### config.mk
export PLATFORM = sky130hd
export DESIGN_NAME = fetch_top
export DESIGN_NICKNAME = d
export VERILOG_FILES = /design/src/fetch_pkg.sv /design/src/predict_pkg.sv /design/src/branch_predictor.sv /design/src/inst_queue.sv /design/src/branch_resolve.sv /design/src/fetch_top.sv
export SDC_FILE = /design/constraint.sdc
export NUM_CORES = 2
export LEC_CHECK = 0
export BUFFER_PORTS_ARGS = -buffer_cell sky130_fd_sc_hd__clkbuf_2
export CAP_MARGIN = 20
export CORE_MARGIN = 2
export CORE_UTILIZATION = 55
export DETAILED_ROUTE_END_ITERATION = 7
export PLACE_DENSITY = 0.71
export SLEW_MARGIN = 15
export SYNTH_ARGS = -nofsm -noshare
export SYNTH_HDL_FRONTEND = slang
export SYNTH_SLANG_ARGS = --single-unit
### constraint.sdc
create_clock -name clk -period 17.8 [get_ports clk]
set_input_delay 4.45 -clock clk [delete_from_list [all_inputs] [get_ports clk]]
set_output_delay 4.45 -clock clk [all_outputs]
set_load 0.02 [all_outputs]
### src/fetch_pkg.sv
package fetch_pkg;

    localparam int ADDR_W      = 32;
    localparam int INST_W      = 32;
    localparam int QUEUE_DEPTH = 16;
    localparam int QIDX_W      = $clog2(QUEUE_DEPTH);

    typedef logic [ADDR_W-1:0] addr_t;
    typedef logic [INST_W-1:0] inst_t;
    typedef logic [QIDX_W-1:0] qidx_t;

    localparam addr_t RESET_PC   = '0;
    localparam addr_t INST_BYTES = 4;

    // jump encoding keeps the opcode in the low bits and the target page in the high bits
    localparam int              OPCODE_W    = 7;
    localparam logic [OPCODE_W-1:0] JUMP_OPCODE = 7'b1101111;
    localparam int              TARGET_LSB  = 12;

    typedef struct packed {
        logic  valid;
        addr_t addr;
    } fetch_req_t;

    typedef struct packed {
        logic  valid;
        addr_t addr;
        inst_t inst;
    } fetch_resp_t;

    function automatic logic is_jump(inst_t inst);
        return inst[OPCODE_W-1:0] == JUMP_OPCODE;
    endfunction

    // upper field of the word with the low bits cleared
    function automatic addr_t jump_target(inst_t inst);
        return {inst[INST_W-1:TARGET_LSB], {TARGET_LSB{1'b0}}};
    endfunction

endpackage

### src/predict_pkg.sv
package predict_pkg;

    localparam int PRED_ENTRIES = 32;
    localparam int PRED_IDX_W   = $clog2(PRED_ENTRIES);
    localparam int PRED_IDX_LSB = 2;

    typedef logic [PRED_IDX_W-1:0] pred_idx_t;

    typedef enum logic [1:0] {
        strong_not   = 2'd0,
        weak_not     = 2'd1,
        weak_taken   = 2'd2,
        strong_taken = 2'd3
    } pred_cnt_e;

    typedef struct packed {
        logic              valid;
        fetch_pkg::addr_t  pc;
        logic              taken;
        fetch_pkg::addr_t  target;
    } pred_update_t;

    // word address bits select the table entry
    function automatic pred_idx_t pred_index(fetch_pkg::addr_t pc);
        return pc[PRED_IDX_LSB +: PRED_IDX_W];
    endfunction

endpackage

### src/branch_predictor.sv
`timescale 1ns/1ps

module branch_predictor
    import fetch_pkg::*;
    import predict_pkg::*;
(
    input  logic         clk,
    input  logic         rst,
    input  addr_t        pc,
    output addr_t        next_pc,
    input  pred_update_t update
);

    pred_cnt_e cnt_q [PRED_ENTRIES];
    addr_t     tgt_q [PRED_ENTRIES];

    pred_idx_t rd_idx;
    pred_idx_t wr_idx;
    pred_cnt_e rd_cnt;
    logic      rd_taken;

    // saturating step toward the resolved direction
    function automatic pred_cnt_e cnt_step(pred_cnt_e cnt, logic taken);
        pred_cnt_e nxt;
        nxt = cnt;
        case (cnt)
            strong_not:   nxt = taken ? weak_not : strong_not;
            weak_not:     nxt = taken ? weak_taken : strong_not;
            weak_taken:   nxt = taken ? strong_taken : weak_not;
            strong_taken: nxt = taken ? strong_taken : weak_taken;
            default:      nxt = weak_not;
        endcase
        return nxt;
    endfunction

    assign rd_idx   = pred_index(pc);
    assign wr_idx   = pred_index(update.pc);
    assign rd_cnt   = cnt_q[rd_idx];
    assign rd_taken = (rd_cnt == weak_taken) || (rd_cnt == strong_taken);

    // stored target only when the counter says taken
    assign next_pc = rd_taken ? tgt_q[rd_idx] : pc + INST_BYTES;

    always_ff @(posedge clk) begin
        if (rst) begin
            for (int i = 0; i < PRED_ENTRIES; i++) begin
                cnt_q[i] <= weak_not;
            end
        end else if (update.valid) begin
            cnt_q[wr_idx] <= cnt_step(cnt_q[wr_idx], update.taken);
        end
    end

    always_ff @(posedge clk) begin
        if (update.valid) begin
            tgt_q[wr_idx] <= update.target;
        end
    end

endmodule

### src/inst_queue.sv
`timescale 1ns/1ps

module inst_queue
    import fetch_pkg::*;
(
    input  logic        clk,
    input  logic        rst,
    input  addr_t       next_pc,
    output addr_t       pc,
    output fetch_req_t  mem_req,
    input  logic        mem_ready,
    input  fetch_resp_t mem_resp,
    output fetch_resp_t head,
    input  logic        head_ready,
    input  fetch_req_t  redirect
);

    addr_t pc_q;
    logic  pending_q;
    addr_t pend_addr_q;
    qidx_t head_q;
    qidx_t tail_q;

    addr_t addr_mem [QUEUE_DEPTH];
    inst_t inst_mem [QUEUE_DEPTH];

    qidx_t used;
    logic  empty;
    logic  near_full;
    logic  resp_hit;
    logic  req_fire;
    logic  head_pop;

    assign used      = tail_q - head_q;
    assign empty     = (head_q == tail_q);
    // keep one spare slot beyond the read in flight
    assign near_full = (used >= qidx_t'(QUEUE_DEPTH - 2));

    // responses for an older, dropped read carry a different address
    assign resp_hit = pending_q && mem_resp.valid && (mem_resp.addr == pend_addr_q);

    assign pc = pc_q;

    // one read at a time until the last one has returned
    assign mem_req.valid = !pending_q && !near_full;
    assign mem_req.addr  = pc_q;
    assign req_fire      = mem_req.valid && mem_ready;

    // bypass the buffer when it holds nothing
    assign head.valid = !empty || resp_hit;
    assign head.addr  = empty ? mem_resp.addr : addr_mem[head_q];
    assign head.inst  = empty ? mem_resp.inst : inst_mem[head_q];
    assign head_pop   = head.valid && head_ready;

    always_ff @(posedge clk) begin
        if (rst) begin
            pc_q      <= RESET_PC;
            pending_q <= 1'b0;
            head_q    <= '0;
            tail_q    <= '0;
        end else if (redirect.valid) begin
            // flush, drop the read in flight and restart fetch
            head_q    <= tail_q;
            pc_q      <= redirect.addr;
            pending_q <= 1'b0;
        end else begin
            if (resp_hit) begin
                pending_q <= 1'b0;
                tail_q    <= tail_q + 1'b1;
            end
            if (req_fire) begin
                pending_q <= 1'b1;
                pc_q      <= next_pc;
            end
            if (head_pop) begin
                head_q <= head_q + 1'b1;
            end
        end
    end

    always_ff @(posedge clk) begin
        if (req_fire) begin
            pend_addr_q <= pc_q;
        end
    end

    // a bypassed word is written too and head moves past it when taken
    always_ff @(posedge clk) begin
        if (resp_hit) begin
            addr_mem[tail_q] <= mem_resp.addr;
            inst_mem[tail_q] <= mem_resp.inst;
        end
    end

endmodule

### src/branch_resolve.sv
`timescale 1ns/1ps

module branch_resolve
    import fetch_pkg::*;
    import predict_pkg::*;
(
    input  logic         clk,
    input  logic         rst,
    input  fetch_resp_t  head,
    output logic         head_ready,
    output fetch_req_t   redirect,
    output pred_update_t update,
    output logic         out_valid,
    output addr_t        out_pc,
    output inst_t        out_inst,
    input  logic         out_ready
);

    addr_t        expect_q;
    pred_update_t update_q;

    logic  on_path;
    logic  out_free;
    logic  accept;
    logic  head_jump;
    addr_t head_next;

    assign on_path   = (head.addr == expect_q);
    assign out_free  = !out_valid || out_ready;
    assign head_ready = out_free && on_path;
    assign accept    = head.valid && head_ready;

    assign head_jump = is_jump(head.inst);
    assign head_next = head_jump ? jump_target(head.inst) : head.addr + INST_BYTES;

    // a wrong head restarts fetch at the architectural next address
    assign redirect.valid = head.valid && !on_path;
    assign redirect.addr  = expect_q;

    assign update = update_q;

    always_ff @(posedge clk) begin
        if (rst) begin
            expect_q       <= RESET_PC;
            out_valid      <= 1'b0;
            update_q.valid <= 1'b0;
        end else begin
            update_q.valid <= accept;
            if (accept) begin
                expect_q  <= head_next;
                out_valid <= 1'b1;
            end else if (out_ready) begin
                out_valid <= 1'b0;
            end
        end
    end

    // output word and training data
    always_ff @(posedge clk) begin
        if (accept) begin
            out_pc          <= head.addr;
            out_inst        <= head.inst;
            update_q.pc     <= head.addr;
            update_q.taken  <= head_jump;
            update_q.target <= head_next;
        end
    end

endmodule

### src/fetch_top.sv
`timescale 1ns/1ps

module fetch_top
    import fetch_pkg::*;
    import predict_pkg::*;
(
    input  logic        clk,
    input  logic        rst,
    output fetch_req_t  mem_req,
    input  logic        mem_ready,
    input  fetch_resp_t mem_resp,
    output logic        out_valid,
    output addr_t       out_pc,
    output inst_t       out_inst,
    input  logic        out_ready
);

    addr_t        pc;
    addr_t        next_pc;
    fetch_resp_t  head;
    logic         head_ready;
    fetch_req_t   redirect;
    pred_update_t update;

    branch_predictor i_branch_predictor (
        .clk     (clk),
        .rst     (rst),
        .pc      (pc),
        .next_pc (next_pc),
        .update  (update)
    );

    inst_queue i_inst_queue (
        .clk        (clk),
        .rst        (rst),
        .next_pc    (next_pc),
        .pc         (pc),
        .mem_req    (mem_req),
        .mem_ready  (mem_ready),
        .mem_resp   (mem_resp),
        .head       (head),
        .head_ready (head_ready),
        .redirect   (redirect)
    );

    branch_resolve i_branch_resolve (
        .clk        (clk),
        .rst        (rst),
        .head       (head),
        .head_ready (head_ready),
        .redirect   (redirect),
        .update     (update),
        .out_valid  (out_valid),
        .out_pc     (out_pc),
        .out_inst   (out_inst),
        .out_ready  (out_ready)
    );

endmodule

### Word-level counts from Yosys, hierarchy flattened

Memories as Yosys holds them, arrays and structs flattened. A register that Yosys moved wholly into a read port is not among the register bits.
Index checks and enable logic that the tools add are counted.

| operators by class | value |
|---|---|
| div/mod/pow operators | 0 |
| multiply operators | 0 |
| reduce and logical (&&, ||, !) cells | 23 |
| add/sub/neg operators | 5 |
| magnitude comparators | 1 |
| bitwise operators | 1 |
| mux-type cells | 39 |
| equal/unequal tests | 9 |
| shift operators | 0 |

Operators with widths:

| operator | number |
|---|---|
| two-way mux 32 bit | 6 |
| adder 32 x 3 -> 32 bit (second input constant) | 2 |
| equality test 32 bit | 2 |
| two-way mux 5 bit | 6 |
| two-way mux 4 bit | 6 |
| two-way mux 1 bit | 15 |
| two-way mux 2 bit | 5 |
| adder 4 x 1 -> 4 bit (second input constant) | 2 |
| equality test 2 bit (second input constant) | 4 |
| one-hot mux 2 bit (4 select lines) | 1 |
| nonzero test 2 bit | 4 |
| equality test 7 bit (second input constant) | 1 |
| logical AND 1 bit | 7 |
| logical NOT 1 bit | 5 |
| equality test 4 bit | 1 |
| >= comparator 4 bit (second input constant) | 1 |
| OR reduction 2 bit | 2 |
| subtractor 4 bit | 1 |
| logical OR 1 bit | 3 |
| equality test 2 x 1 -> 1 bit (second input constant) | 1 |
| logical NOT 2 bit | 1 |
| AND reduction 2 bit | 1 |
| inverter 1 bit | 1 |

| storage, ports and cells | value |
|---|---|
| register bits | 204 |
| bits in read-only memories | 0 |
| memory bits (writable) | 2,112 |
| bits of input ports | 69 |
| bits in latches | 0 |
| memories kept | 4 |
| word-level logic and storage cells | 94 |
| output and inout port bits | 98 |

Memories:

| memory | words | bits a word | rd ports | clocked after memory_dff | wr ports | line | text |
|---|---|---|---|---|---|---|---|
| i_branch_predictor.tgt_q | 32 | 32 | 1 | 1 | 1 | branch_predictor.sv:15 | `addr_t tgt_q [PRED_ENTRIES];` |
| i_inst_queue.addr_mem | 16 | 32 | 1 | 1 | 1 | inst_queue.sv:24 | `addr_t addr_mem [QUEUE_DEPTH];` |
| i_inst_queue.inst_mem | 16 | 32 | 1 | 1 | 1 | inst_queue.sv:25 | `inst_t inst_mem [QUEUE_DEPTH];` |
| i_branch_predictor.cnt_q | 32 | 2 | 2 | 2 | 32 | branch_predictor.sv:14 | `pred_cnt_e cnt_q [PRED_ENTRIES];` |

### Depth between registers and ports, before layout

| logic depth | value |
|---|---|
| word-level depth | 9 |
| mapped depth | 18 |
| depth with buffers taken out | 14 |

### Cells and area by module

From an unflattened synthesis, not the netlist that was laid out.

| unflattened totals | value |
|---|---|
| cells, all modules | 4,626 |
| area total of the unflattened synthesis | 92,760.2 µm² |

Modules (own cells, without submodules):

| module | cells an instance | instances | area each (µm²) |
|---|---|---|---|
| branch_predictor | 2,106 | 1 | 43,556.8 |
| inst_queue | 2,017 | 1 | 43,212.7 |
| branch_resolve | 503 | 1 | 5,990.7 |

### Least setup slack after synthesis

OpenSTA, ideal clock, no wires.

| timing | value |
|---|---|
| path kind | input to register |
| start | input port mem_resp[48] (netlist bit) |
| end | memory i_inst_queue.addr_mem[3][0] (netlist bit), enable pin |
| data arrival time | 9,938 ps |
| library setup time | 565 ps |
| buffers on the path | 1 |
| required time | 17,235 ps |
| path slack | 7,297 ps |
| cell stages on the path | 7 |
| cell sequence | xor2_1 -> nor4_1 -> nand4_1 -> nor4_1 -> buf_4 -> nand2_1 -> nor3_1 |

| on the way | value |
|---|---|
| longest elaborated chain between the ends | 4 |

RTL lines:

| item | line | text |
|---|---|---|
| start, declared | fetch_top.sv:11 | `input fetch_resp_t mem_resp,` |
| equality test 32 bit | inst_queue.sv:40 | `assign resp_hit = pending_q && mem_resp.valid && (mem_resp.addr == pend_addr_q);` |
| logical AND 1 bit | inst_queue.sv:40 |  |
| two-way mux 1 bit | inst_queue.sv:89 | `if (resp_hit) begin` |
| two-way mux 1 bit (not written as such) | inst_queue.sv:90 | `addr_mem[tail_q] <= mem_resp.addr;` |
| end, declared | inst_queue.sv:24 |  |

Every way passes these cells.

### Worst setup path in the final report

| timing | value |
|---|---|
| start | input port mem_resp[35] (netlist bit) |
| end | register i_branch_resolve.expect_q[17] |

| on the way | value |
|---|---|
| longest elaborated chain between the ends | 4 |
| elaborated cells between the ends (all ways) | 9 |
| classes of those cells | add/sub: 1; eq/ne: 2; mux: 2; reduce/logical: 4 |

RTL lines:

| item | line | text |
|---|---|---|
| branches (longest 4 deep; another with adder 32 x 3 -> 32 bit) | - |  |
| end signal, assigned | branch_resolve.sv:50 | `expect_q <= head_next;` |
| end, declared | branch_resolve.sv:19 | `addr_t expect_q;` |

Several ways; the timed one is not identified.
A chain may end at the register's enable or synchronous reset.

==> flow_metrics.tcl <==
set metrics [dict create \
    seq_power_share_pct 48.4 \
    htree_num_levels 4 \
    cts_tree "done" \
    fp-row-count 150 \
    period_minus_slack_ns 8.28 \
    finalHoldViolCount 0 \
    grtUsageTotal_pct 27.6 \
    netlist_instances 4511 \
    vias 46800 \
    syn_nets 4591 \
    cts_buffers 224 \
    max_freq_mhz 121 \
    grt_pass1_vias 46200 \
    hp-class "flop to flop" \
    cap_violations 0 \
    drt-initial-drc-count 6353 \
    fin_tns_setup_ns 0 \
    status "completed" \
    power_density_nw_per_um2 125 \
    holdWs_ns 0.498 \
    setup_slack_ns 9.52 \
    insertion_delay_ns 0.87 \
    power.switching_uw 3340 \
    grt_first_pass_wirelength_mm 333 \
    ant_nets 0 \
    p_int_uw 9520 \
    setup.worst_path.end_class "flop" \
    yosys.area_share.simple_pct 3.22 \
    synth_top_family_by_area "multiplexers" \
    finalSetupViolCount 0 \
    synth_ff_type "edfxtp_1" \
    crit_required_ns 18.59 \
    clock-sinks 2330 \
    fin_skew_ns 0.0370 \
    synth_compound_area_share_pct 2.77 \
    ctsResizeCount 0 \
    synth-xor-area-share_pct 0.891 \
    p_leak_uw 0.0316 \
    root_buffer "clkbuf_16" \
    synthAdderAreaFrac_pct 0.179 \
    die_area_sq_um 171000 \
    fp.dieW_um 414 \
    period_share_pct 46.5 \
    routabilityCongestion 0.946 \
    drive_gt1_share_pct 27.1 \
    crit_arrival_ns 9.07 \
    pin_count 167 \
    drc 0 \
    synth_edf_count 2241 \
    die_h_um 414 \
    worst_pin_slew_ns 1.13 \
    p_sw_share_pct 26.0 \
    worstPathMaxFanout 65 \
    antenna_found_initial 12 \
    maxSlewViolCount 0 \
    grt.overflow.total 0 \
    ctsHoldBuffers 0 \
    muxShareOfSynthArea_pct 16.3 \
    avgSynthCellArea_sq_um 20.4 \
    p_comb_share_pct 16.1 \
    clockPowerShare_pct 35.4 \
    core_area_sq_um 167000 \
    post_cts_buffers 0 \
    start_util_pct 55.3 \
    ys_seq_area_share_pct 74.9 \
    path_clk_slew_ns 0.06 \
    rsz0062_at_grt "no" \
    nFillCells 11300 \
    port_buffers 166 \
    ys_ff_latch 2330 \
    fin_total_pwr_uw 12900 \
    routedWlPerCell_um 32.7 \
    via_per_inst 6.55 \
    async_reset_ff_share_pct 0 \
    relSlewSlack_pct 24.8 \
    post-place-ws_ns 8.73 \
    fin_nets 4831 \
    dpl.hpwl_mm 134 \
    ir_drop_mv 0.118 \
    syn2layout_area_growth_pct 11.8 \
    synthesis.area_sq_um 92200 \
    firstDrtPassIters 6 \
    grt_max_degree 149 \
    ys_types 88 \
    yosysWarnings 0 \
    clockBufferDepth 3 \
    critical_path_class "input pin to flop" \
    startpoint_type "input pin" \
    wirelength_mm 234 \
]
-- logic make-up (layout without fill, tap and decap cells) --
logic type | count (synthesis) | count (layout)
AOI/OAI and AO/OA | 379 | 379
xor gates and xnor gates | 93 | 93
adders and majority gates | 13 | 13
buffers and inverters | 326 | 754
DFF | 2330 | 2330
muxes | 744 | 744
other | 0 | 4
and+or+nand+nor | 626 | 626
-- synthesized netlist by cell type, types with 5 or more instances --
master	n	share of area [%]
edfxtp_1	2241	73
mux4_2	599	15
nand2_1	211	0.86
nor2_1	160	0.65
clkbuf_1	120	0.49
mux2i_1	115	1.2
a21oi_1	98	0.53
dfxtp_1	89	1.9
buf_2	62	0.34
o21ai_0	52	0.28
buf_4	48	0.39
o22ai_1	48	0.33
xor2_1	48	0.46
nor3_1	47	0.26
xnor2_1	44	0.42
buf_1	42	0.17
nand3_1	41	0.22
inv_1	34	0.14
a211oi_1	31	0.25
nand4_1	31	0.21
mux2_2	26	0.32
nor2b_1	26	0.18
a22oi_1	24	0.20
nor4_1	21	0.14
and3_1	19	0.13
o21a_1	15	0.12
a31oi_1	13	0.088
and2_1	13	0.088
buf_6	11	0.13
o311a_1	11	0.12
o31ai_1	11	0.090
or2_2	11	0.075
ha_1	10	0.14
o221ai_1	9	0.085
or3_1	8	0.054
a22o_1	7	0.066
nand2b_1	7	0.047
and4_1	6	0.057
nor4b_1	6	0.057
a2111oi_0	5	0.047
a221o_1	5	0.054
-- critical path, stage by stage --
cell,delay [ns]
clkbuf_2,0.30
xor2_1,0.27
nor4_1,0.32
nand4_1,0.20
nor4_2,0.29
buf_4,0.23
o21ai_0,0.17
and3b_1,0.28
nand4_1,0.09
or2_2,0.58
inv_6,0.55
buf_4,0.90
o211a_1,0.27
o21a_1,0.11
-- power groups by stage --
stage / combinational [uW] / sequential, uW / clock [uW]
finish: 2070 / 6230 / 4560
CTS: 2080 / 6220 / 4610
global route: 2190 / 6230 / 4820
floorplan: 1480 / 6230 / 0
detailed placement: 2060 / 6340 / 0
global placement: 2050 / 6340 / 0
-- worst paths after layout --
path	end	from	cells past startpoint	slack (ns)
min	i_inst_queue.pend_addr_q[1]	i_inst_queue.pc[1]	0	0.50
max	i_branch_resolve.expect_q[17]	mem_resp[35]	14	9.52
max reg2reg	i_branch_resolve.expect_q[17]	flop	14	10.66
min reg2reg	i_inst_queue.pend_addr_q[1]	i_inst_queue.pc[1]	0	0.50
-- cell usage in the layout (no fill, tap or decap), types with 37 or more instances in the layout --
cell type,n
a21oi_1,97
buf_4,113
clkbuf_1,42
clkbuf_16,230
clkbuf_2,166
clkinv_1,65
clkinv_2,37
dfxtp_1,80
edfxtp_1,2241
mux2i_1,114
mux4_2,599
nand2_1,209
nand3_1,41
nor2_1,114
nor2_4,45
nor3_1,43
o21ai_0,52
o22ai_1,48
xnor2_1,44
xor2_1,48
-- final cells by class --
type	count	area, sq um	area share, %
diodes	4	10.0	0.00970
clock buffers	272	5900	5.72
clock inverters	142	1140	1.11
inverters	37	144	0.139
multi-input cells	1855	22000	21.3
flip-flops and latches	2330	69100	67.0
well taps	2204	2760	2.67
repair buffers	303	2150	2.09
-- layer usage --
layer / part of all wire [%] / up-vias / GRT usage (%)
li1: - / 19200 / -
met1: 37 / 24600 / 37.7
met2: 49 / 2482 / 44.2
met3: 10 / 491 / 5.76
met4: 4.1 / 6 / 10.5
met5: 0.014 / - / 0
-- sequential cells by signal, indices dropped and copies added, names as in the netlist, 32 cells and up, named ones only --
name and count:
i_branch_predictor.cnt_q 64, i_branch_predictor.tgt_q 1024, i_branch_resolve.expect_q 32, i_branch_resolve.out_inst 32, i_branch_resolve.out_pc 32, i_branch_resolve.update 34
i_inst_queue.addr_mem 512, i_inst_queue.inst_mem 512, i_inst_queue.pc 32, i_inst_queue.pend_addr_q 32
-- per-stage QoR --
| step | utilization (%) | std cells | area, sq um |
|---|---|---|---|
| final | 61.8 | 7147 | 103000 |
| after global routing | 61.8 | 7144 | 103000 |
| after CTS | 61.6 | 7124 | 103000 |
| after detailed placement | 57.4 | 6710 | 95800 |
| after global placement | 57.4 | 6708 | 95700 |
| after floorplan | - | 4511 | 92200 |
Power figures use the tool's default switching activity.
